`src/hdl/reset_release.sv`:
```
// Power-on reset hold counter
`timescale 1ns/1ps
`default_nettype none

module reset_release #(
	parameter int RESET_HOLD = 255
) (
	input  logic hdmi_pixClk,
	input  logic rst_n,
	output logic fabric_rst_n
);

	localparam int CNT_W = $clog2(RESET_HOLD + 1);

	logic [CNT_W-1:0] hold_cnt;

	always_ff @(posedge hdmi_pixClk or negedge rst_n) begin
		if (!rst_n) begin
			hold_cnt     <= '0;
			fabric_rst_n <= 1'b0;
		end else begin
			if (hold_cnt != CNT_W'(RESET_HOLD))
				hold_cnt <= hold_cnt + 1'b1;
			fabric_rst_n <= (hold_cnt == CNT_W'(RESET_HOLD)); // One cycle after the count ends
		end
	end

endmodule

`default_nettype wire

```
`config.mk`:
```
export PLATFORM = sky130hd
export DESIGN_NAME = reset_release
export DESIGN_NICKNAME = d
export VERILOG_FILES = /design/src/hdl/reset_release.sv
export SDC_FILE = /design/constraint.sdc
export NUM_CORES = 1
export LEC_CHECK = 0
export ABC_CLOCK_PERIOD_IN_PS = 4800
export BUFFER_PORTS_ARGS = -buffer_cell sky130_fd_sc_hd__clkbuf_2
export CAP_MARGIN = 5
export CORE_AREA = 2 2 39 41
export DETAILED_ROUTE_END_ITERATION = 10
export DIE_AREA = 0 0 41 43
export GPL_TIMING_DRIVEN = 0
export HOLD_SLACK_MARGIN = 0.06
export PLACE_DENSITY_LB_ADDON = 0.3
export SLEW_MARGIN = 20
export SYNTH_ARGS = -nofsm -noshare
export SYNTH_HDL_FRONTEND = slang
export SYNTH_SLANG_ARGS = --single-unit
```
`constraint.sdc`:
```
create_clock -name hdmi_pixClk -period 4.8 [get_ports hdmi_pixClk]
set_input_delay 0.24 -clock hdmi_pixClk [delete_from_list [all_inputs] [get_ports hdmi_pixClk]]
set_output_delay 0.24 -clock hdmi_pixClk [all_outputs]
set_load 0.005 [all_outputs]
```
==> impl_metrics.tcl <==
set metrics [dict create \
    final.period_utilization 0.351 \
    via_count 305 \
    initial_standard_cell_utilization_of_the_core 0.306 \
    slowest_cp_cell "dfrtp_1" \
    die_w_um 41 \
    cts-htree-levels 1 \
    postLayoutSetupSlackWorst_ns 3.11 \
    antenna-diode-count 0 \
    nets 48 \
    worst_setup_path_start_kind "flop" \
    synth_edf_count 0 \
    synth_commonest_cells "dfrtp_1, a31oi_1, and3_1" \
    power_per_cell_area_mw_per_mm2 280 \
    placeableCoreArea_mm2 0.00138 \
    synthCells 37 \
    final_core_util 0.354 \
    tritoncts "built" \
    netlist.area_leader.share 0.533 \
    final_design_area_no_fill_um2 489 \
    crit-reg2reg-launch "hold_cnt[0]" \
    number_of_nets_still_failing_antenna_checks_after_routing 0 \
    max_slew.worst_pin.slew_ns 0.225 \
    critPathLaunch "hold_cnt[0]" \
    run_status "completed" \
    drt_iter0_markers 9 \
    mappedNetlistArea_um2 423 \
    share_of_post_route_cells_with_drive_strength_above_1 0.227 \
    period_minus_slack_ns 1.69 \
    postSynth.asyncResetShare 1.00 \
    timing.critical_path.required_ns 4.95 \
    multi_input_comb_area_um2 183 \
    syn2layout_area_growth_pct 15.7 \
    cts.sink_count 9 \
    skew_ns 0.00544 \
    worstPathMaxFanout 7 \
    drv_cap 0 \
    placed_cell_area_um2 453 \
    routed_wire_length_per_instance_um 12.3 \
    holdCritPathClass "input port to async pin" \
    netlist.top_cell.by_area "dfrtp_1" \
    achievable-frequency_mhz 593 \
    yosysWarningCount 0 \
    grtUsageTotal 0.119 \
    grt_max_degree 10 \
    ys_ff_latch 9 \
    timing.final.hold_violations 0 \
    clk_latency_ns 0.26 \
    io_buffers 2 \
    die_y_um 43 \
    wire_length_of_the_first_global_routing_pass_um 1320 \
    io-pin-count 3 \
    cp_cell_sequence "ha_1 -> nand4_1 -> or2_1 -> buf_6 -> mux2_4" \
    number_of_optimization_iterations_in_the_first_detailed_route_pass 4 \
    clock_tree_root_buffer_cell "clkbuf_4" \
    synth_unique_cells 19 \
    placementRows 14 \
    timing.critical_path.to_type "flop" \
    viasPerCell 5.08 \
    yosys.cell_count.top_type "dfrtp_1" \
    cts_buffers 3 \
    p_leak_uw 0.000228 \
    ys.flop_type "dfrtp_1" \
    setup_violations 0 \
    fin_tns_setup_ns 0 \
    pre_cts_slack_ns 3.14 \
    fillCellCount 137 \
    avg_synthesized_cell_area_um2 11.4 \
    drc_errors 0 \
    mappedNetlistNets 40 \
    design.die.area_mm2 0.00176 \
    synth_top_cells_by_area "dfrtp_1, a31oi_1, and3_1" \
    slew_viol_final 0 \
    first_global_vias 273 \
    synth_sequential_area_ratio 0.533 \
    cp_data_arrival_time_ns 1.83 \
    criticalPathCategory "flop to flop" \
    relSlewSlack 0.850 \
    cts_repair_resize_count 0 \
    aggregate_global_routing_overflow 0 \
    clk_buf_depth 2 \
    crit_path_max_incr_delay_ns 0.46 \
    rsz0062_at_grt "false" \
    regArea_um2 225 \
    detailed_place_hpwl_um 485 \
    routed_wirelength_um 738 \
    globalplace.congestion 0.656 \
    peakVddDrop_mv 0.174 \
    cts.clk_slew.worst_paths_ns 0.06 \
    antenna_violations_before_repair 0 \
]
[flip-flops by register name, indices dropped and copies added (netlist names)]
| name | cells |
|---|---|
| hold_cnt | 8 |
| fabric_rst_n | 1 |
[stage by stage]
step | instances | total power (uW) | hold slack, ns
finish | 60 | 137 | 0.360
CTS | 60 | 140 | 0.367
global placement | 55 | 79.2 | 0.113
detailed placement | 55 | 79.2 | 0.114
global route | 60 | 146 | 0.394
floorplan | 37 | 77.3 | -0.0556
[kinds of logic after synthesis]
family,after synthesis,share of synthesized area
buf+inv,2,0.0355
compound gates,7,0.101
fa+ha+maj,1,0.0296
simple gates,15,0.219
flops,9,0.533
xor+xnor,1,0.0207
mux,2,0.0621
[worst paths after layout]
path,endpoint,slack [ns],depth (start not counted)
hold / removal,hold_cnt[6],0.36,2
hold reg to reg,hold_cnt[4],0.55,1
setup reg to reg,hold_cnt[1],3.11,5
min in group hdmi_pixClk,hold_cnt[4],0.55,1
max in group asynchronous,hold_cnt[1],4.25,2
setup / recovery,hold_cnt[1],3.11,5
[cell type report]
class                   instances  share of cell area
well taps                      16              0.0409
inverters                       1             0.00767
plain buffers                   1              0.0230
repair buffers                  3              0.0409
flip-flops and latches          9               0.460
multi-input cells              26               0.373
clock buffers                   4              0.0537
[placed cells by master (no fill, tap or decap), types with 2 or more instances in the layout]
cell / n
clkbuf_4: 3
and3_1: 3
and4_1: 2
nor2_1: 2
clkbuf_2: 2
dfrtp_1: 9
a21oi_1: 2
nand3_1: 2
nand2_1: 2
a31oi_1: 4
[where the power goes]
| group | total, uW | internal, uW | switching, uW |
|---|---|---|---|
| combinational | 2.31 | 0.817 | 1.49 |
| clock | 58.9 | 32.1 | 26.8 |
| sequential | 75.9 | 75.9 | 0 |
| total | 137 | 109 | 28.3 |
[what timing repair did]
action	CTS	global route
endpoints found under the setup margin	0	0
endpoints found under the hold margin	9	0
setup buffers	0	0
hold buffers	1	0
[critical path: cells and delay by family (launching register included)]
kind                     cells  cell delay [ns]
flip-flops                   1             0.46
multiplexers                 1             0.28
AND/OR/NAND/NOR              2             0.42
adder cells (fa/ha/maj)      1             0.27
buffers and inverters        1             0.13
[per-layer routing]
layer | GRT usage | part of all wire | up-vias
met5 | 0 | 0 | -
met4 | 0.0600 | 0.011 | 0
met3 | 0.0942 | 0.066 | 2
met2 | 0.134 | 0.39 | 6
met1 | 0.157 | 0.53 | 147
li1 | - | - | 150
(Power assumes the default switching activity.)
