==> src/hdl/axil_pkg.sv <==
// AXI-Lite bus widths, payload types and response codes
`default_nettype none

package axil_pkg;

	localparam int ADDR_WIDTH = 32;
	localparam int DATA_WIDTH = 32;
	localparam int STRB_WIDTH = DATA_WIDTH / 8;

	typedef logic [ADDR_WIDTH-1:0] addr_t;
	typedef logic [DATA_WIDTH-1:0] data_t;
	typedef logic [STRB_WIDTH-1:0] strb_t;
	typedef logic [1:0]            resp_t;

	localparam resp_t RESP_OKAY   = 2'b00;
	localparam resp_t RESP_DECERR = 2'b11; // No slave at this address

endpackage

`default_nettype wire

==> src/hdl/axil_arbiter.sv <==
// Round-robin AXI-Lite master arbiter with whole-transaction lock
`timescale 1ns/1ps
`default_nettype none

module axil_arbiter (
	input  logic hdmi_pixClk,
	input  logic fabric_rst_n,

	input  axil_pkg::addr_t cpu_awaddr, cpu_araddr,
	input  axil_pkg::data_t cpu_wdata,
	input  axil_pkg::strb_t cpu_wstrb,
	input  logic cpu_awvalid, cpu_wvalid, cpu_bready, cpu_arvalid, cpu_rready,
	output logic cpu_awready, cpu_wready, cpu_bvalid, cpu_arready, cpu_rvalid,
	output axil_pkg::resp_t cpu_bresp, cpu_rresp,
	output axil_pkg::data_t cpu_rdata,

	input  axil_pkg::addr_t gfx_awaddr, gfx_araddr,
	input  axil_pkg::data_t gfx_wdata,
	input  axil_pkg::strb_t gfx_wstrb,
	input  logic gfx_awvalid, gfx_wvalid, gfx_bready, gfx_arvalid, gfx_rready,
	output logic gfx_awready, gfx_wready, gfx_bvalid, gfx_arready, gfx_rvalid,
	output axil_pkg::resp_t gfx_bresp, gfx_rresp,
	output axil_pkg::data_t gfx_rdata,

	output axil_pkg::addr_t arb_awaddr, arb_araddr,
	output axil_pkg::data_t arb_wdata,
	output axil_pkg::strb_t arb_wstrb,
	output logic arb_awvalid, arb_wvalid, arb_bready, arb_arvalid, arb_rready,
	input  logic arb_awready, arb_wready, arb_bvalid, arb_arready, arb_rvalid,
	input  axil_pkg::resp_t arb_bresp, arb_rresp,
	input  axil_pkg::data_t arb_rdata
);

	logic busy;     // A transaction is granted
	logic last_gfx; // Granted or last served master
	logic op_write;
	logic cpu_req, gfx_req, pick_gfx, txn_done;
	logic cpu_wr, cpu_rd, gfx_wr, gfx_rd;

	assign cpu_req  = cpu_awvalid | cpu_arvalid;
	assign gfx_req  = gfx_awvalid | gfx_arvalid;
	assign pick_gfx = gfx_req & (~cpu_req | ~last_gfx);
	assign txn_done = op_write ? (arb_bvalid & arb_bready) : (arb_rvalid & arb_rready);

	always_ff @(posedge hdmi_pixClk or negedge fabric_rst_n) begin
		if (!fabric_rst_n) begin
			busy     <= 1'b0;
			last_gfx <= 1'b1; // So cpu goes first
			op_write <= 1'b0;
		end else if (busy) begin
			if (txn_done)
				busy <= 1'b0;
		end else if (cpu_req | gfx_req) begin
			busy     <= 1'b1;
			last_gfx <= pick_gfx;
			op_write <= pick_gfx ? gfx_awvalid : cpu_awvalid; // Write wins within a master
		end
	end

	assign cpu_wr = busy & op_write & ~last_gfx;
	assign cpu_rd = busy & ~op_write & ~last_gfx;
	assign gfx_wr = busy & op_write & last_gfx;
	assign gfx_rd = busy & ~op_write & last_gfx;

	assign arb_awaddr  = last_gfx ? gfx_awaddr : cpu_awaddr;
	assign arb_araddr  = last_gfx ? gfx_araddr : cpu_araddr;
	assign arb_wdata   = last_gfx ? gfx_wdata : cpu_wdata;
	assign arb_wstrb   = last_gfx ? gfx_wstrb : cpu_wstrb;
	assign arb_awvalid = (cpu_wr & cpu_awvalid) | (gfx_wr & gfx_awvalid);
	assign arb_wvalid  = (cpu_wr & cpu_wvalid) | (gfx_wr & gfx_wvalid);
	assign arb_bready  = (cpu_wr & cpu_bready) | (gfx_wr & gfx_bready);
	assign arb_arvalid = (cpu_rd & cpu_arvalid) | (gfx_rd & gfx_arvalid);
	assign arb_rready  = (cpu_rd & cpu_rready) | (gfx_rd & gfx_rready);

	// Handshakes back to the granted master only
	assign cpu_awready = cpu_wr & arb_awready;
	assign cpu_wready  = cpu_wr & arb_wready;
	assign cpu_bvalid  = cpu_wr & arb_bvalid;
	assign cpu_arready = cpu_rd & arb_arready;
	assign cpu_rvalid  = cpu_rd & arb_rvalid;
	assign gfx_awready = gfx_wr & arb_awready;
	assign gfx_wready  = gfx_wr & arb_wready;
	assign gfx_bvalid  = gfx_wr & arb_bvalid;
	assign gfx_arready = gfx_rd & arb_arready;
	assign gfx_rvalid  = gfx_rd & arb_rvalid;

	assign cpu_bresp = arb_bresp;
	assign cpu_rresp = arb_rresp;
	assign cpu_rdata = arb_rdata;
	assign gfx_bresp = arb_bresp;
	assign gfx_rresp = arb_rresp;
	assign gfx_rdata = arb_rdata;

endmodule

`default_nettype wire

==> config.mk <==
export PLATFORM = sky130hd
export DESIGN_NAME = axil_arbiter
export DESIGN_NICKNAME = d
export VERILOG_FILES = /design/src/hdl/axil_pkg.sv /design/src/hdl/axil_arbiter.sv
export SDC_FILE = /design/constraint.sdc
export NUM_CORES = 1
export LEC_CHECK = 0
export BUFFER_PORTS_ARGS = -buffer_cell sky130_fd_sc_hd__clkbuf_2
export CAP_MARGIN = 15
export CORE_AREA = 2 2 171 173
export DETAILED_ROUTE_END_ITERATION = 16
export DIE_AREA = 0 0 173 175
export PLACE_DENSITY = 0.44
export SLEW_MARGIN = 20
export SYNTH_ARGS = -nofsm -noshare
export SYNTH_HDL_FRONTEND = slang
export SYNTH_SLANG_ARGS = --single-unit
==> constraint.sdc <==
create_clock -name hdmi_pixClk -period 2.4 [get_ports hdmi_pixClk]
set_input_delay 0.48 -clock hdmi_pixClk [delete_from_list [all_inputs] [get_ports hdmi_pixClk]]
set_output_delay 0.48 -clock hdmi_pixClk [all_outputs]
set_load 0.05 [all_outputs]
==> summary.md <==
| Metric | Value |
|---|---|
| Status | finished, final reports clean |
| Worst ir drop on vdd | 0.000429 V |
| Pwr/cell area | ~1300 nW/um^2 |
| Post-synthesis xor/xnor area fraction | 0% |
| Hold violation count in the final report | 0 |
| Adder-cell area share of the yosys netlist | 0% |
| Setup TNS | 0 ns |
| Largest buffer count on any clock path | 2 |
| PortBufs | 331 |
| Sum of net half-perimeters after detailed placement | 11400 um |
| Insertion delay of the later-clocked pin in the worst-skew pair | 0.23 ns |
| Number of placement rows | 62 |
| Required time at the endpoint of the critical path | 1.92 ns |
| Clock tree root buffer cell | clkbuf_16 |
| Transition time at the pin with the least slew margin | 0.364 ns |
| Final Skew | roughly 0.0031 ns |
| Top fanout value on the critical path | 75 |
| Max cap viols | 0 |
| Post-place instance area | 3620 sq um |
| Final GP Congestion | 0.766 |
| Number of sinks driven by the clock tree | 3 |
| Effective utilization at floorplan | 7.30% |
| Minimum clock period | 2.37 ns |
| Via count of the first global-routing pass | about 2.5k |
| Share of flip-flops with an asynchronous set or reset after synthesis | between 90% and 100% |
| Crit Path Class | register to output pin |
| Number of violations reported at the end of detailed-routing iteration 0 | 29 |
| Final standard cell utilization of the core | 13.1% |
| Category of the worst setup path launch point | register |
| Number of detailed-routing iterations run before antenna repair | 4 |
| Core area | 28400 sq um |
| Seq/Total Area, Yosys | 3.68% |
| Count of flip-flops with a built-in enable after synthesis | 0 |
| Total count of max-transition violations in the final report | 0 |
| Global-route wire length before repair | 16700 um |
| Remaining global-route overflow | 0 |
| Final cell area excluding filler cells | ~3700 sq um |
| Fraction of layout instances using a drive strength above 1 | 90.7% |
| CTS Hold Bufs | 0 |
| Clock transition at path regs | 0.03 ns |
| Antenna Violating Nets Remaining | 0 |
| Number of vias in the routed layout | 2611 |
| CTS buffer count | 3 |
| Overall global routing resource usage | 7.47% |
| Unrepaired setup endpoints after global routing | false |
| Final Setup Violations | 0 |
| Net count after synthesis | just under 500 |
| Ratio of routed vias to standard cells | 3.00 |
| Filler cell count | 3281 |
| Tightest Hold Check Type | primary input to async pin |
| Static Leak | 1.97 nW |
| Antenna violations before repair | 3 |
| Unique masters post-synth | 22 |
| Dominant register cell in the synthesized netlist | dfrtp_1 |
| Number of ports placed on the die boundary | 440 |
| Tightest slew margin relative to the limit | 75.1% |
| Maximum number of pins on one net before global-route repair | 76 |
| Multiplexer fraction of the synthesized cell area | 56.8% |
| Simple-gate share of the synthesized area | 6.04% |
| Critical path capture point type | output pin |
| Post-synthesis compound-gate area fraction | 2.42% |
| Total detailed-routing wirelength | 12300 um |
| Deepest level of the CTS H-tree | 1 |
| Critical Path AT | 1.89 ns |
| Number of warning messages in the yosys log | 0 |
| CTS tree | yes |
| Period Utilization, post-route | between 90% and 100% |
| Post-synthesis cell count | around 230 |
| Horizontal extent of the die | 173 um |
| Total of flip-flops plus latches after synthesis | 3 |
| Area growth syn-to-layout | 79.2% |
| Number of remaining DRC errors | 0 |
| Syn Std Cell Area | 2070 sq um |
| Vertical die dimension | 175 um |
| Avg Inst Size Synth | 8.93 sq um |
| # nets final | 738 |
| Dominant combinational cell family by area after synthesis | multiplexers |
| Die footprint | between 30000 and 40000 sq um |
| Fmax | 423 MHz |
| Avg WL per Cell | 14.1 um |
logic make-up after synthesis:
family          count (synthesis)
compound gates                  7
flops                           3
buf+inv                        88
mux                           105
simple gates                   29
cells in the mapped netlist, types with 2 or more instances:
cell     instances  area (sq um)
nand2_1          8          30.0
nor3_1           2          10.0
buf_2            2          10.0
buf_4           81           608
inv_1            3          11.3
dfrtp_1          2          50.1
mux2i_1          5          50.1
mux2_2         100          1130
nor2_1          16          60.1
timing repair:
item	in CTS	in global routing
endpoints found under the setup margin	0	11
endpoints found under the hold margin	0	0
setup buffers	0	0
gates resized for setup	0	5
through the flow:
step / hold slack, ns / cells / worst slack (ns) / power, mW
finish: 0.0491 / 870 / 0.0338 / 4.71
global route: 0.0489 / 869 / 0.00365 / 4.93
CTS: 0.0491 / 868 / 0.0115 / 4.73
detailed placement: 0.288 / 864 / 0.251 / 4.45
global placement: 0.289 / 864 / 0.194 / 4.45
floorplan: 0.184 / 232 / 0.144 / 3.89
critical path: stages, from the launching register on:
cell,delay [ns]
dfstp_4,0.64
buf_16,0.28
mux2_2,0.40
clkbuf_2,0.24
report_power, final:
group	switching [mW]	internal [mW]
clock network	0.0507	0.220
logic	3.03	1.27
registers	0.0560	0.0864
total	3.13	1.57
final timing paths:
path / from / end / slack (ns) / cells after the start
hold / removal: fabric_rst_n / busy / 0.05 / 1
setup reg to reg: last_gfx / op_write / 0.69 / 4
setup / recovery: last_gfx / arb_araddr[12] / 0.03 / 3
hold reg to reg: op_write / op_write / 0.69 / 2
min in group hdmi_pixClk: arb_bvalid / busy / 0.45 / 2
max in group asynchronous: fabric_rst_n / last_gfx / 2.14 / 1
flip-flops by register name, indices dropped and copies added (netlist names):
signal	flops
last_gfx	1
busy	1
op_write	1
metal layers:
| layer | wire, um | track usage [%] | up-vias |
|---|---|---|---|
| met4 | 265 | 2.40 | 0 |
| li1 | - | - | 1240 |
| met1 | 4480 | 8.05 | 1114 |
| met5 | 0 | 0 | - |
| met3 | 1740 | 3.94 | 23 |
| met2 | 5820 | 12.6 | 234 |
cell usage in the layout (no fill, tap or decap):
cell type  count
a2111oi_0      1
a21oi_1        1
a21oi_2        1
a311oi_1       1
buf_12         1
buf_16         1
buf_2          2
clkbuf_1       1
clkbuf_16      3
clkbuf_2     328
clkbuf_4       1
dfrtp_1        2
dfstp_4        1
diode_2        2
inv_1          3
mux2_2       100
mux2i_1        5
nand2_1        8
nand2b_1       1
nand3b_1       1
nor2_1        16
nor3_1         2
o21ai_0        1
o22ai_1        1
o31ai_1        1
or4_4          1
area by class of cell:
class,instances,area [sq um],area share (%)
Clock buffer,4,78.8,2.12
Antenna cell,2,5.00,0.135
Multi-Input combinational cell,141,1350,36.4
Inverter,3,11.3,0.303
Tap cell,384,480,12.9
Sequential cell,3,80.1,2.16
Timing Repair Buffer,333,1710,46.0
No activity file was read; power rests on OpenSTA's default activity.
