$ cat config.mk
export PLATFORM = sky130hd
export DESIGN_NAME = axil_addr_router
export DESIGN_NICKNAME = d
export VERILOG_FILES = /design/src/hdl/axil_pkg.sv /design/src/hdl/soc_map_pkg.sv /design/src/hdl/axil_addr_router.sv
export SDC_FILE = /design/constraint.sdc
export NUM_CORES = 1
export LEC_CHECK = 0
export ABC_AREA = 1
export ABC_CLOCK_PERIOD_IN_PS = 1900
export BUFFER_PORTS_ARGS = -buffer_cell sky130_fd_sc_hd__buf_2
export CORE_AREA = 2 2 231 233
export CTS_CLUSTER_SIZE = 28
export DETAILED_ROUTE_END_ITERATION = 12
export DIE_AREA = 0 0 233 235
export GPL_ROUTABILITY_DRIVEN = 0
export GPL_TIMING_DRIVEN = 0
export MAX_ROUTING_LAYER = met4
export SYNTH_ARGS = -nofsm -noshare
export SYNTH_HDL_FRONTEND = slang
export SYNTH_SLANG_ARGS = --single-unit
export TNS_END_PERCENT = 100
$ cat constraint.sdc
create_clock -name hdmi_pixClk -period 1.9 [get_ports hdmi_pixClk]
set_input_delay 0.19 -clock hdmi_pixClk [delete_from_list [all_inputs] [get_ports hdmi_pixClk]]
set_output_delay 0.19 -clock hdmi_pixClk [all_outputs]
set_load 0.05 [all_outputs]
$ cat src/hdl/axil_pkg.sv
// AXI-Lite bus widths, payload types and response codes
`default_nettype none

package axil_pkg;

	localparam int ADDR_WIDTH = 32;
	localparam int DATA_WIDTH = 32;
	localparam int STRB_WIDTH = DATA_WIDTH / 8;

	typedef logic [ADDR_WIDTH-1:0] addr_t;
	typedef logic [DATA_WIDTH-1:0] data_t;
	typedef logic [STRB_WIDTH-1:0] strb_t;
	typedef logic [1:0]            resp_t;

	localparam resp_t RESP_OKAY   = 2'b00;
	localparam resp_t RESP_DECERR = 2'b11; // No slave at this address

endpackage

`default_nettype wire

$ cat src/hdl/soc_map_pkg.sv
// System memory map: region indices, base addresses and region widths
`default_nettype none

package soc_map_pkg;

	localparam int REGION_COUNT = 3;

	localparam axil_pkg::addr_t SDRAM_BASE = 32'h0000_0000;
	localparam int unsigned     SDRAM_BITS = 25;
	localparam axil_pkg::addr_t GPU_BASE   = 32'h0200_0000;
	localparam int unsigned     GPU_BITS   = 8;
	localparam axil_pkg::addr_t BOOT_BASE  = 32'h0200_8000;
	localparam int unsigned     BOOT_BITS  = 15;
	localparam int unsigned     BOOT_WORDS = 8192; // 32 KiB of boot code

	// Values double as slot numbers in the router response mux
	typedef enum logic [1:0] {
		REGION_BOOT  = 2'd0,
		REGION_GPU   = 2'd1,
		REGION_SDRAM = 2'd2,
		REGION_NONE  = 2'd3
	} region_t;

endpackage

`default_nettype wire

$ cat src/hdl/axil_addr_router.sv
// AXI-Lite address decoder, slave routing and decode-error responder
`timescale 1ns/1ps
`default_nettype none

module axil_addr_router (
	input  logic hdmi_pixClk,
	input  logic fabric_rst_n,

	input  axil_pkg::addr_t arb_awaddr, arb_araddr,
	input  axil_pkg::data_t arb_wdata,
	input  axil_pkg::strb_t arb_wstrb,
	input  logic arb_awvalid, arb_wvalid, arb_bready, arb_arvalid, arb_rready,
	output logic arb_awready, arb_wready, arb_bvalid, arb_arready, arb_rvalid,
	output axil_pkg::resp_t arb_bresp, arb_rresp,
	output axil_pkg::data_t arb_rdata,

	output axil_pkg::addr_t boot_awaddr, boot_araddr,
	output axil_pkg::data_t boot_wdata,
	output axil_pkg::strb_t boot_wstrb,
	output logic boot_awvalid, boot_wvalid, boot_bready, boot_arvalid, boot_rready,
	input  logic boot_awready, boot_wready, boot_bvalid, boot_arready, boot_rvalid,
	input  axil_pkg::resp_t boot_bresp, boot_rresp,
	input  axil_pkg::data_t boot_rdata,

	output axil_pkg::addr_t gpu_awaddr, gpu_araddr,
	output axil_pkg::data_t gpu_wdata,
	output axil_pkg::strb_t gpu_wstrb,
	output logic gpu_awvalid, gpu_wvalid, gpu_bready, gpu_arvalid, gpu_rready,
	input  logic gpu_awready, gpu_wready, gpu_bvalid, gpu_arready, gpu_rvalid,
	input  axil_pkg::resp_t gpu_bresp, gpu_rresp,
	input  axil_pkg::data_t gpu_rdata,

	output axil_pkg::addr_t sdram_awaddr, sdram_araddr,
	output axil_pkg::data_t sdram_wdata,
	output axil_pkg::strb_t sdram_wstrb,
	output logic sdram_awvalid, sdram_wvalid, sdram_bready, sdram_arvalid, sdram_rready,
	input  logic sdram_awready, sdram_wready, sdram_bvalid, sdram_arready, sdram_rvalid,
	input  axil_pkg::resp_t sdram_bresp, sdram_rresp,
	input  axil_pkg::data_t sdram_rdata
);

	import axil_pkg::*;
	import soc_map_pkg::*;

	localparam int PORTS = REGION_COUNT + 1; // Slaves plus error responder

	region_t dec_region, route_q, cur;
	logic route_hold, txn_done;
	addr_t req_addr;
	logic [PORTS-1:0] sel;
	logic [PORTS-1:0] s_awready, s_wready, s_bvalid, s_arready, s_rvalid;
	resp_t [PORTS-1:0] s_bresp, s_rresp;
	data_t [PORTS-1:0] s_rdata;
	logic err_aw_done, err_w_done, err_bvalid, err_rvalid;
	logic err_awready, err_wready, err_arready;
	logic err_aw_fire, err_w_fire, err_ar_fire;

	function automatic logic region_hit(addr_t addr, addr_t base, int unsigned bits);
		return (addr >> bits) == (base >> bits);
	endfunction

	assign req_addr = arb_awvalid ? arb_awaddr : arb_araddr;

	always_comb begin
		if (region_hit(req_addr, BOOT_BASE, BOOT_BITS))
			dec_region = REGION_BOOT;
		else if (region_hit(req_addr, GPU_BASE, GPU_BITS))
			dec_region = REGION_GPU;
		else if (region_hit(req_addr, SDRAM_BASE, SDRAM_BITS))
			dec_region = REGION_SDRAM;
		else
			dec_region = REGION_NONE;
	end

	// Region is latched on the first valid, the master may move its address after aw
	assign txn_done = (arb_bvalid & arb_bready) | (arb_rvalid & arb_rready);
	always_ff @(posedge hdmi_pixClk or negedge fabric_rst_n) begin
		if (!fabric_rst_n) begin
			route_hold <= 1'b0;
			route_q    <= REGION_NONE;
		end else if (txn_done) begin
			route_hold <= 1'b0;
		end else if (!route_hold && (arb_awvalid || arb_arvalid)) begin
			route_hold <= 1'b1;
			route_q    <= dec_region;
		end
	end

	assign cur = route_hold ? route_q : dec_region;
	assign sel = PORTS'(1) << cur;

	assign {boot_awaddr, gpu_awaddr, sdram_awaddr} = {3{arb_awaddr}};
	assign {boot_araddr, gpu_araddr, sdram_araddr} = {3{arb_araddr}};
	assign {boot_wdata, gpu_wdata, sdram_wdata}    = {3{arb_wdata}};
	assign {boot_wstrb, gpu_wstrb, sdram_wstrb}    = {3{arb_wstrb}};

	assign boot_awvalid  = arb_awvalid & sel[REGION_BOOT];
	assign boot_wvalid   = arb_wvalid & sel[REGION_BOOT];
	assign boot_bready   = arb_bready & sel[REGION_BOOT];
	assign boot_arvalid  = arb_arvalid & sel[REGION_BOOT];
	assign boot_rready   = arb_rready & sel[REGION_BOOT];
	assign gpu_awvalid   = arb_awvalid & sel[REGION_GPU];
	assign gpu_wvalid    = arb_wvalid & sel[REGION_GPU];
	assign gpu_bready    = arb_bready & sel[REGION_GPU];
	assign gpu_arvalid   = arb_arvalid & sel[REGION_GPU];
	assign gpu_rready    = arb_rready & sel[REGION_GPU];
	assign sdram_awvalid = arb_awvalid & sel[REGION_SDRAM];
	assign sdram_wvalid  = arb_wvalid & sel[REGION_SDRAM];
	assign sdram_bready  = arb_bready & sel[REGION_SDRAM];
	assign sdram_arvalid = arb_arvalid & sel[REGION_SDRAM];
	assign sdram_rready  = arb_rready & sel[REGION_SDRAM];

	// Slot order follows region_t
	assign s_awready = {err_awready, sdram_awready, gpu_awready, boot_awready};
	assign s_wready  = {err_wready, sdram_wready, gpu_wready, boot_wready};
	assign s_bvalid  = {err_bvalid, sdram_bvalid, gpu_bvalid, boot_bvalid};
	assign s_arready = {err_arready, sdram_arready, gpu_arready, boot_arready};
	assign s_rvalid  = {err_rvalid, sdram_rvalid, gpu_rvalid, boot_rvalid};
	assign s_bresp   = {RESP_DECERR, sdram_bresp, gpu_bresp, boot_bresp};
	assign s_rresp   = {RESP_DECERR, sdram_rresp, gpu_rresp, boot_rresp};
	assign s_rdata   = {data_t'(0), sdram_rdata, gpu_rdata, boot_rdata};

	assign arb_awready = s_awready[cur];
	assign arb_wready  = s_wready[cur];
	assign arb_bvalid  = s_bvalid[cur];
	assign arb_bresp   = s_bresp[cur];
	assign arb_arready = s_arready[cur];
	assign arb_rvalid  = s_rvalid[cur];
	assign arb_rresp   = s_rresp[cur];
	assign arb_rdata   = s_rdata[cur];

	// Error responder for unmapped addresses
	assign err_awready = ~err_aw_done & ~err_bvalid;
	assign err_wready  = ~err_w_done & ~err_bvalid;
	assign err_arready = ~err_rvalid;
	assign err_aw_fire = sel[REGION_NONE] & arb_awvalid & err_awready;
	assign err_w_fire  = sel[REGION_NONE] & arb_wvalid & err_wready;
	assign err_ar_fire = sel[REGION_NONE] & arb_arvalid & err_arready;

	always_ff @(posedge hdmi_pixClk or negedge fabric_rst_n) begin
		if (!fabric_rst_n) begin
			err_aw_done <= 1'b0;
			err_w_done  <= 1'b0;
			err_bvalid  <= 1'b0;
			err_rvalid  <= 1'b0;
		end else begin
			if (err_bvalid && arb_bready && sel[REGION_NONE]) begin
				err_bvalid <= 1'b0;
			end else if ((err_aw_done || err_aw_fire) && (err_w_done || err_w_fire)) begin
				err_bvalid  <= 1'b1; // aw and w in either order
				err_aw_done <= 1'b0;
				err_w_done  <= 1'b0;
			end else begin
				err_aw_done <= err_aw_done | err_aw_fire;
				err_w_done  <= err_w_done | err_w_fire;
			end
			if (err_ar_fire)
				err_rvalid <= 1'b1;
			else if (err_rvalid && arb_rready && sel[REGION_NONE])
				err_rvalid <= 1'b0;
		end
	end

endmodule

`default_nettype wire

==> metrics.csv, run 1 <==
metric,value,unit
status,finished with violations,
violations,negative setup slack,
dieArea,54800,um2
ys_ff_latch,7,
skew,0.000702,ns
finalSetupViolations,59,
fin_ws,-0.430,ns
drive_gt1_share,86.7,%
clk_latency,0.23,ns
die_width,233,um
numCtsBuffers,3,
endpoint_kind,output port,
hold_viol,0,
syn2layout_area_growth,137,%
n_fill_cell,5931,
synth_area_leaders,"buf_4 (59%), nand2_1 (16%), a22oi_1 (4.8%)",
reg2reg_depth,13,
holdPathStages,4,
start_kind,input pin,
synth_warnings,0,
finalNetCount,1420,
pre_cts_slack,-1.28,ns
numClockSinks,7,
hpwlAfterDp,20.6,mm
grt_usage,8.08,%
syn_nets,857,
grt_pass1_wl,31.6,mm
cts_root_buf,clkbuf_16,
min_to,route_q[1]$_DFFE_PN1P_,
drt_iter0_markers,155,
period_minus_slack,2.33,ns
synth_top_cell_area_share,58.6,%
grt_pass1_vias,5076,
maxCapViolations,0,
syn_inst,627,
synth.cell_area,3880,um2
r2r_setup_slack,0.10,ns
power.density_cell_area,1210,nW/um2
drt_pass1_iterations,4,
overflow,0,
r2r-start,route_q[0]$_DFFE_PN1P_,
yosysSeqAreaShare,4.58,%
arrival,2.14,ns
antenna_left,0,
antenna_found_initial,2,
critPathMaxFanout,8,
post-route-cell-area,9210,um2
viasPerCell,2.93,
cts_tree,built,
fp.dieH,235,um
ir_worst_vdd,0.628,mV
fp.coreArea,52200,um2
setup.worst_path.class,in2out,
relSlewSlack,64.7,%
grt_max_degree,11,
yosysTopAreaCell,buf_4,
vias,5498,
hp-class,in2reg,
hold_start,arb_rready,
r2r-end,route_q[1]$_DFFE_PN1P_,
drc,0,
h-tree-depth,1,
num_rows,84,
grt_setup_unrepaired,yes,
hold_ws,0.309,ns
port_buffers,533,
worstMarginPinSlew,0.529,ns
fin_crit_sh,123,%
leakagePower,0.00506,uW
placed_cell_area,7680,um2
post_drt_wl_per_cell,12.8,um
syn-mean-instance-area,6.19,um2
required,1.71,ns
report.final.slew_viol_count,0,
clk_pin_slew_worst_paths,0.04,ns
ys_types,27,
clockBufferDepth,2,
initial_core_util,7.43,%
io_pins,586,
wl,24.0,mm
fmax,0.429,GHz
utilization,17.6,%
flip-flops by register name (all words and copies together) (netlist names):
| name | count |
|---|---|
| route_q | 2 |
| err_rvalid | 1 |
| err_aw_done | 1 |
| route_hold | 1 |
| err_bvalid | 1 |
| err_w_done | 1 |
power breakdown:
| group | switching (uW) | total [uW] | internal, uW |
|---|---|---|---|
| registers | 60.5 | 301 | 240 |
| clock network | 88.9 | 369 | 280 |
| logic | 6580 | 10500 | 3930 |
per-layer routing:
metal,vias up,GRT usage (%),wire length (um)
met4,0,0.888,151
met2,283,13.9,12000
met3,10,1.89,1950
met5,-,-,0
li1,2788,-,-
met1,2417,9.85,9880
cell usage after synthesis:
cell type	instances
buf_4	303
a22oi_1	25
nand2_2	4
nor2_1	44
dfrtp_1	5
nand2_1	162
nand3_1	21
inv_1	22
o21ai_1	2
nand4_1	5
nor2_2	1
buf_6	1
nor3_1	2
o21ai_0	5
a21oi_1	1
buf_2	9
o211ai_1	1
a21oi_4	1
nand2_4	1
inv_4	1
nand3b_1	1
and2_1	1
dfstp_2	2
nand3_2	2
inv_2	2
o31ai_1	1
nor2_4	2
cells in the final DEF (no fill, tap or decap):
master / netlist / layout
a21oi_4: 1 / 2
a22oi_1: 25 / 3
a22oi_2: 0 / 22
and2_1: 1 / 1
buf_12: 0 / 10
buf_2: 9 / 475
buf_4: 303 / 308
buf_6: 1 / 26
buf_8: 0 / 47
clkbuf_1: 0 / 1
clkbuf_16: 0 / 6
clkinvlp_4: 0 / 2
dfrtp_1: 5 / 5
dfstp_2: 2 / 2
diode_2: 0 / 2
dlygate4sd3_1: 0 / 1
inv_1: 22 / 19
inv_2: 2 / 1
inv_4: 1 / 1
inv_6: 0 / 1
inv_8: 0 / 2
nand2_1: 162 / 93
nand2_2: 4 / 58
nand2_4: 1 / 15
nand2_8: 0 / 1
nand3_1: 21 / 8
nand3_2: 2 / 10
nand3_4: 0 / 5
nand3b_1: 1 / 1
nand4_1: 5 / 5
nor2_1: 44 / 16
nor2_2: 1 / 4
nor2_4: 2 / 27
nor3_1: 2 / 1
nor3_4: 0 / 1
o211ai_1: 1 / 1
o21ai_0: 5 / 1
o21ai_1: 2 / 1
o21ai_2: 0 / 5
o31ai_1: 1 / 1
worst max-delay path: stages:
cell     delay (ns)
buf_12         0.12
buf_12         0.15
nor2_4         0.08
nand2_2        0.06
nor2_4         0.11
nor2_4         0.05
nor2_4         0.15
nand2_4        0.11
nand3_4        0.11
nand2_8        0.09
nor2_4         0.20
buf_12         0.17
buf_12         0.14
nand2_2        0.05
nand4_1        0.16
buf_6          0.19
final cells by class:
type | instances | area [um2] | share of cell area, %
Inverter | 25 | 121 | 1.32
Clock buffer | 4 | 78.8 | 0.856
Multi-Input combinational cell | 282 | 1980 | 21.5
Timing Repair Buffer | 558 | 3530 | 38.3
Sequential cell | 7 | 178 | 1.93
Timing Repair inverter | 1 | 6.26 | 0.0680
Antenna cell | 2 | 5.00 | 0.0544
Tap cell | 688 | 861 | 9.35
Buffer | 312 | 2450 | 26.6
cell families (layout without fill, tap and decap cells):
kind of cell / count (synthesis) / after routing / synth area share [%]
flops: 7 / 7 / 4.58
other cells: 0 / 2 / 0
simple gates: 246 / 246 / 26.2
compound gates: 36 / 36 / 6.67
buf+inv: 338 / 900 / 62.5
repair_timing:
| item | 4_1_cts | 5_1_grt |
|---|---|---|
| gates cloned | 2 | 3 |
| pin swaps | 27 | 51 |
| setup buffers | 18 | 4 |
| endpoints found under the hold margin | 5 | 0 |
| setup endpoints to repair | 62 | 62 |
| hold buffers | 1 | 0 |
| resized for setup | 224 | 109 |
how the worst max path moves through the flow:
stage                               from            end  slack (ns)
after floorplan              arb_awvalid    arb_awready       -0.10
after global placement       arb_awvalid  arb_rdata[20]       -1.27
after detailed placement  arb_awaddr[10]  arb_rdata[20]       -1.28
after CTS                    arb_awvalid    arb_awready       -0.46
after global routing         arb_awvalid  arb_rdata[20]       -0.53
final                        arb_awvalid    arb_awready       -0.43
stage by stage:
step | total power (uW) | cells | TNS (ns)
floorplan | 6270 | 627 | -0.830
global placement | 8150 | 1848 | -63.46
detailed placement | 8160 | 1848 | -63.96
CTS | 10500 | 1873 | -22.21
global route | 11700 | 1879 | -24.52
finish | 11200 | 1879 | -18.03
No activity file was read; power rests on OpenSTA's default activity.
==> inputs of run 2 (changes only) <==
Settings changed: ABC_AREA 1 to unset, CORE_AREA 2 2 231 233 to 2 2 226 228, DIE_AREA 0 0 233 235 to 0 0 228 230.
==> run 2 against run 1 <==
  * The flow still finishes with violations (negative setup slack)
  * Final cell count fell by 3.8%
  * Utilization rose by 1.9 points
  * Sequential share of layout area fell by 0.093 points
  * Largest power group unchanged
==> metrics.csv, run 2 <==
metric,value,unit,change
synth.cell_area,3920,um2,+1.1%
syn_nets,782,,-8.8%
utilization,19.5,%,+1.9 points
cts_root_buf,clkbuf_16,,
fmax,0.361,GHz,-16%
vias,5402,,-1.7%
drt_iter0_markers,79,,-49%
antenna_found_initial,5,,+3
worstMarginPinSlew,0.621,ns,+0.0919 ns
leakagePower,0.00523,uW,+3.4%
io_pins,586,,unchanged
yosysSeqAreaShare,4.53,%,-0.048 points
power.density_cell_area,966,nW/um2,-20%
h-tree-depth,1,,unchanged
viasPerCell,2.99,,+2.1%
crit_slowest_cell,or4b_1,,
largest_reg_flops,2,,unchanged
fp.dieH,230,um,-2.1%
status,finished with violations,,
dieArea,52400,um2,-4.2%
synth_area_leaders,"buf_4 (58%), mux2i_1 (9.2%), nand2_1 (5.1%)",,
ys_top_cells_by_count,"buf_4 (301), nand2_1 (53), mux2i_1 (36)",,
report.final.slew_viol_count,0,,unchanged
skew,0.00212,ns,+0.00142 ns
hpwlAfterDp,20.1,mm,-2.3%
start_kind,input pin,,
r2r-start,route_hold$_DFFE_PN0P_,,
num_rows,82,,-2.4%
holdPathStages,2,,-2
syn_inst,552,,-12%
grt_usage,8.20,%,+0.12 points
arrival,2.58,ns,+0.44 ns
hold_start,arb_rready,,
numClockSinks,7,,unchanged
synth_flop_cell,dfrtp_1,,
setup.worst_path.class,in2out,,
n_fill_cell,5583,,-5.9%
synthArstFlopShare,100,%,unchanged
finalSetupViolations,63,,+6.8%
period_minus_slack,2.77,ns,+0.441 ns
fp.coreArea,49900,um2,-4.5%
required,1.71,ns,about the same
clk_latency,0.23,ns,about the same
critPathMaxFanout,6,,-2
synth_edf_count,0,,unchanged
slowest_delay,0.51,ns,+0.31 ns
final_cell_mix,"buf_2 (471), buf_4 (325), buf_6 (57)",,
drive_gt1_share,91.4,%,+4.7 points
endpoint_kind,output port,,
port_buffers,532,,-0.19%
die_width,228,um,-2.1%
wl,23.4,mm,-2.5%
antenna_left,0,,unchanged
r2r_setup_slack,-0.77,ns,-0.87 ns
grt_pass1_vias,5152,,+1.5%
crit_top_cell,clkbuf_16,,
maxCapViolations,0,,unchanged
synth_top_cell_area_share,57.6,%,-1.0 points
syn2layout_area_growth,148,%,
ys_types,45,,+67%
r2r-end,route_q[1]$_DFFE_PN1P_,,
critPathTopFamily,compound AO/OA/AOI/OAI gates,,
overflow,0,,unchanged
regMostFlops,route_q,,
synth_warnings,0,,unchanged
pre_cts_slack,-1.77,ns,-0.492 ns
reg2reg_depth,9,,-4
finalNetCount,1363,,-4.0%
numCtsBuffers,3,,unchanged
hp-class,in2reg,,
relSlewSlack,57.5,%,-7.2 points
post_drt_wl_per_cell,13.0,um,+1.3%
fin_crit_sh,146,%,+23 points
final_common_cell,buf_2,,
grt_max_degree,11,,unchanged
ir_worst_vdd,0.376,mV,-40%
fin_ws,-0.871,ns,-0.441 ns
yosysTopAreaCell,buf_4,,
path_cells,buf_8 > or4b_1 > o22a_1 > o21a_1 > o32a_4 > clkbuf_16 > inv_16 > nor2_4 > buf_12 > clkbuf_16 > nand2_4 > o21ai_4 > buf_6,,
initial_core_util,7.87,%,+0.44 points
multi_input_area,2450,um2,+23%
violations,negative setup slack,,
grt_pass1_wl,31.6,mm,-0.20%
clockBufferDepth,2,,unchanged
ys_ff_latch,7,,unchanged
clk_pin_slew_worst_paths,0.04,ns,about the same
hold_viol,0,,unchanged
syn-mean-instance-area,7.11,um2,+15%
min_to,err_rvalid$_DFFE_PN0P_,,
grt_setup_unrepaired,yes,,
drc,0,,unchanged
regArea,179,um2,+0.70%
post-synth-top-count-cell,buf_4,,
cts_tree,built,,
drt_pass1_iterations,4,,unchanged
cp_num_buf_inv,6,,+1
==> run 2: logic make-up (layout without fill, tap and decap cells) <==
logic type / after synthesis / after routing / share of synthesized area (%)
multiplexers: 38 / 38 / 9.95
buffers and inverters: 325 / 905 / 60.3
other: 0 / 4 / 0
AO/OA/AOI/OAI: 71 / 71 / 11.9
flip-flops: 7 / 7 / 4.53
AND/OR/NAND/NOR: 111 / 111 / 13.3
==> run 2: timing repair <==
item | in CTS | in global routing
resized for setup | 231 | 74
hold buffers | 1 | 0
gates cloned | 2 | 1
buffers inserted | 28 | 13
pin swaps | 35 | 33
endpoints found under the hold margin | 5 | 0
setup endpoints to repair | 63 | 63
==> run 2: how the worst max path moves through the flow <==
stage	cells past startpoint	slack [ns]	startpoint	endpoint
final	13	-0.87	arb_awaddr[9]	arb_rdata[2]
after global routing	12	-0.94	route_hold$_DFFE_PN0P_	arb_rdata[6]
after CTS	10	-0.97	arb_awaddr[9]	arb_wready
after detailed placement	11	-1.77	arb_awaddr[16]	arb_awready
after global placement	11	-1.77	arb_awaddr[16]	arb_awready
after floorplan	8	-0.56	arb_awvalid	gpu_bready
==> run 2: per-layer routing <==
metal  track usage, %  routed length (um)
met3             1.43                1570
met5                -                   0
met1             8.80                8920
met4             1.98                 316
met2             15.5               12600
==> run 2: worst reg2reg max path, cell delays in order (launching register included) <==
cell and delay (ns):
dfrtp_2 0.44, inv_4 0.10, o21ai_0 0.10, or2_2 0.31, o32a_4 0.45, buf_4 0.18, a32o_2 0.32, buf_6 0.15
o221a_4 0.25, mux2_4 0.30
==> run 2: through the flow <==
stage / cells / hold WS [ns] / area, um2 / setup TNS, ns / total power (uW)
global route: 1808 / 0.228 / 9740 / -53.29 / 9860
CTS: 1791 / 0.212 / 9300 / -54.09 / 8780
floorplan: 552 / -0.106 / 4550 / -27.43 / 5260
global placement: 1756 / 0.0456 / 8050 / -94.90 / 6940
finish: 1808 / 0.205 / 9740 / -48.79 / 9410
detailed placement: 1756 / 0.0521 / 8050 / -95.16 / 6960
==> run 2: area by class of cell <==
| cell class | count | share of cell area (%) |
|---|---|---|
| tap | 672 | 8.63 |
| timing repair buffer | 577 | 37.3 |
| buffer | 316 | 25.6 |
| sequential | 7 | 1.84 |
| clock buffer | 4 | 0.809 |
| antenna | 4 | 0.103 |
| inverter | 8 | 0.539 |
| multi-input combinational | 220 | 25.1 |
==> run 2: report_power, final <==
part	internal [uW]	switching, uW
clock network	280	82.1
logic	3430	5330
registers	204	88.4
total	3910	5500
==> inputs of run 3 (changes only) <==
Settings changed: PLACE_DENSITY set to 0.35.
==> run 3 against run 2 <==
  * The flow still finishes with violations (negative setup slack)
  * First-iteration DRC count rose by 44%
  * Register-to-register slack improved by 0.20 ns
  * Critical path depth did not move
  * Clock skew rose by 0.0018 ns
  * Hold slack got worse by 0.027 ns
  * Highest routed layer unchanged
==> metrics.csv, run 3 (synthesized netlist as in run 2, its figures left out) <==
metric,value,unit,change
num_rows,82,,unchanged
drt_pass1_iterations,4,,unchanged
initial_core_util,7.87,%,unchanged
numClockSinks,7,,unchanged
critPathMaxFanout,7,,+1
fin_ws,-0.835,ns,+0.0364 ns
grt_pass1_wl,32.5,mm,+2.9%
setup.worst_path.class,in2out,,
largest_reg_flops,2,,unchanged
switching_share,59.5,%,+1.1 points
power.switching,5290,uW,-3.9%
tns,-45.63,ns,+3.16 ns
worstMarginPinSlew,0.592,ns,-0.0297 ns
violations,negative setup slack,,
leakagePower,0.00509,uW,-2.6%
viasPerCell,3.03,,+1.4%
grt_setup_unrepaired,yes,,
cts_tree,built,,
hp-class,in2reg,,
n_fill_cell,5657,,+1.3%
power.density_cell_area,942,nW/um2,-2.5%
p_seq_share,3.0,%,about the same
cellInternalPower,3590,uW,-8.1%
hold_start,arb_rready,,
vias,5428,,+0.48%
skew,0.00395,ns,+0.00182 ns
clk_latency,0.23,ns,about the same
drc,0,,unchanged
io_pins,586,,unchanged
finalSetupViolations,63,,unchanged
arrival,2.54,ns,-0.04 ns
fin_crit_sh,144,%,-1.9 points
final_common_cell,buf_2,,
r2r_setup_slack,-0.57,ns,+0.20 ns
power_frac_comb,92.8,%,-0.3 points
endpoint_kind,output port,,
holdPathStages,2,,unchanged
fmax,0.366,GHz,+1.3%
hpwlAfterDp,20.5,mm,+2.0%
min_to,err_rvalid$_DFFE_PN0P_,,
antenna_found_initial,5,,unchanged
multi_input_area,2300,um2,-5.9%
numCtsBuffers,3,,unchanged
regArea,179,um2,unchanged
finalNetCount,1349,,-1.0%
power_frac_clock,4.1,%,+0.3 points
clk_pin_slew_worst_paths,0.04,ns,about the same
drive_gt1_share,90.3,%,-1.1 points
grt_usage,8.42,%,+0.22 points
fp.dieH,230,um,unchanged
h-tree-depth,1,,unchanged
r2r-end,route_q[1]$_DFFE_PN1P_,,
report.final.slew_viol_count,0,,unchanged
overflow,0,,unchanged
cts_root_buf,clkbuf_16,,
wl,23.5,mm,+0.15%
syn2layout_area_growth,140,%,
grt_max_degree,11,,unchanged
hold_viol,0,,unchanged
utilization,18.9,%,-0.64 points
port_buffers,532,,unchanged
dieArea,52400,um2,unchanged
period_minus_slack,2.73,ns,-0.0364 ns
status,finished with violations,,
relSlewSlack,60.5,%,+2.9 points
regMostFlops,route_q,,
drt_iter0_markers,114,,+44%
die_width,228,um,unchanged
ir_worst_vdd,0.409,mV,+8.8%
grt_pass1_vias,5255,,+2.0%
reg2reg_depth,9,,unchanged
post_drt_wl_per_cell,13.1,um,+1.0%
start_kind,input pin,,
required,1.71,ns,about the same
maxCapViolations,0,,unchanged
fp.coreArea,49900,um2,unchanged
antenna_left,0,,unchanged
final_cell_mix,"buf_2 (469), buf_4 (320), buf_6 (53)",,
clockBufferDepth,2,,unchanged
r2r-start,route_hold$_DFFE_PN0P_,,
-- run 3: worst max-delay path by stage --
stage               endpoint           start
2_1_floorplan     gpu_bready     arb_awvalid
3_3_place_gp   arb_rdata[21]  arb_awaddr[16]
3_5_place_dp    arb_rdata[1]  arb_awaddr[16]
4_1_cts        arb_rdata[21]  arb_awaddr[10]
5_1_grt           arb_wready     arb_awvalid
6_report       arb_rdata[21]  arb_awaddr[10]
-- run 3: through the flow --
step	cell area (um2)	total power, uW	hold slack, ns	cells	setup WS, ns
after global routing	9430	9300	0.205	1792	-0.882
after CTS	9230	8750	0.176	1786	-0.837
final	9430	8880	0.178	1792	-0.835
after floorplan	4550	5260	-0.106	552	-0.559
after global placement	8050	6920	0.0515	1756	-1.54
after detailed placement	8050	6920	0.0574	1756	-1.56
-- run 3: critical path, cell delays in order --
cell and delay, ns:
buf_8 0.10, or4b_1 0.52, o22a_1 0.22, o21a_2 0.24, o32a_4 0.38, clkbuf_16 0.20
inv_12 0.05, nor2_4 0.03, buf_12 0.15, buf_8 0.14, nand2_2 0.08, o21ai_4 0.07
buf_6 0.16
-- run 3: repair_timing --
item,CTS,global route
pin swaps,26,19
hold endpoints to repair,5,0
hold buffers,1,0
buffers inserted,24,5
setup endpoints to repair,63,63
cloned,4,0
gates resized for setup,239,39
-- run 3: layer usage --
layer  up-vias  track usage (%)  part of all wire (%)
met5         -                -                     0
met2       307             16.3                    55
li1       2673                -                     -
met4         0            0.613                  0.70
met3        12             1.86                   7.1
met1      2436             9.08                    37
-- run 3: power groups by stage --
| stage | clock [uW] | combinational, uW | sequential [uW] |
|---|---|---|---|
| global route | 385 | 8640 | 278 |
| floorplan | 0 | 5030 | 233 |
| finish | 368 | 8240 | 268 |
| global placement | 0 | 6670 | 246 |
| detailed placement | 0 | 6680 | 247 |
| CTS | 373 | 8090 | 286 |
-- run 3: layout make-up --
type                       instances  share of cell area [%]
inverter                           8                   0.518
antenna                            2                  0.0531
buffer                           315                    26.5
tap                              672                    8.92
multi-input combinational        220                    24.5
timing repair buffer             564                    36.8
clock buffer                       4                   0.836
sequential                         7                    1.90
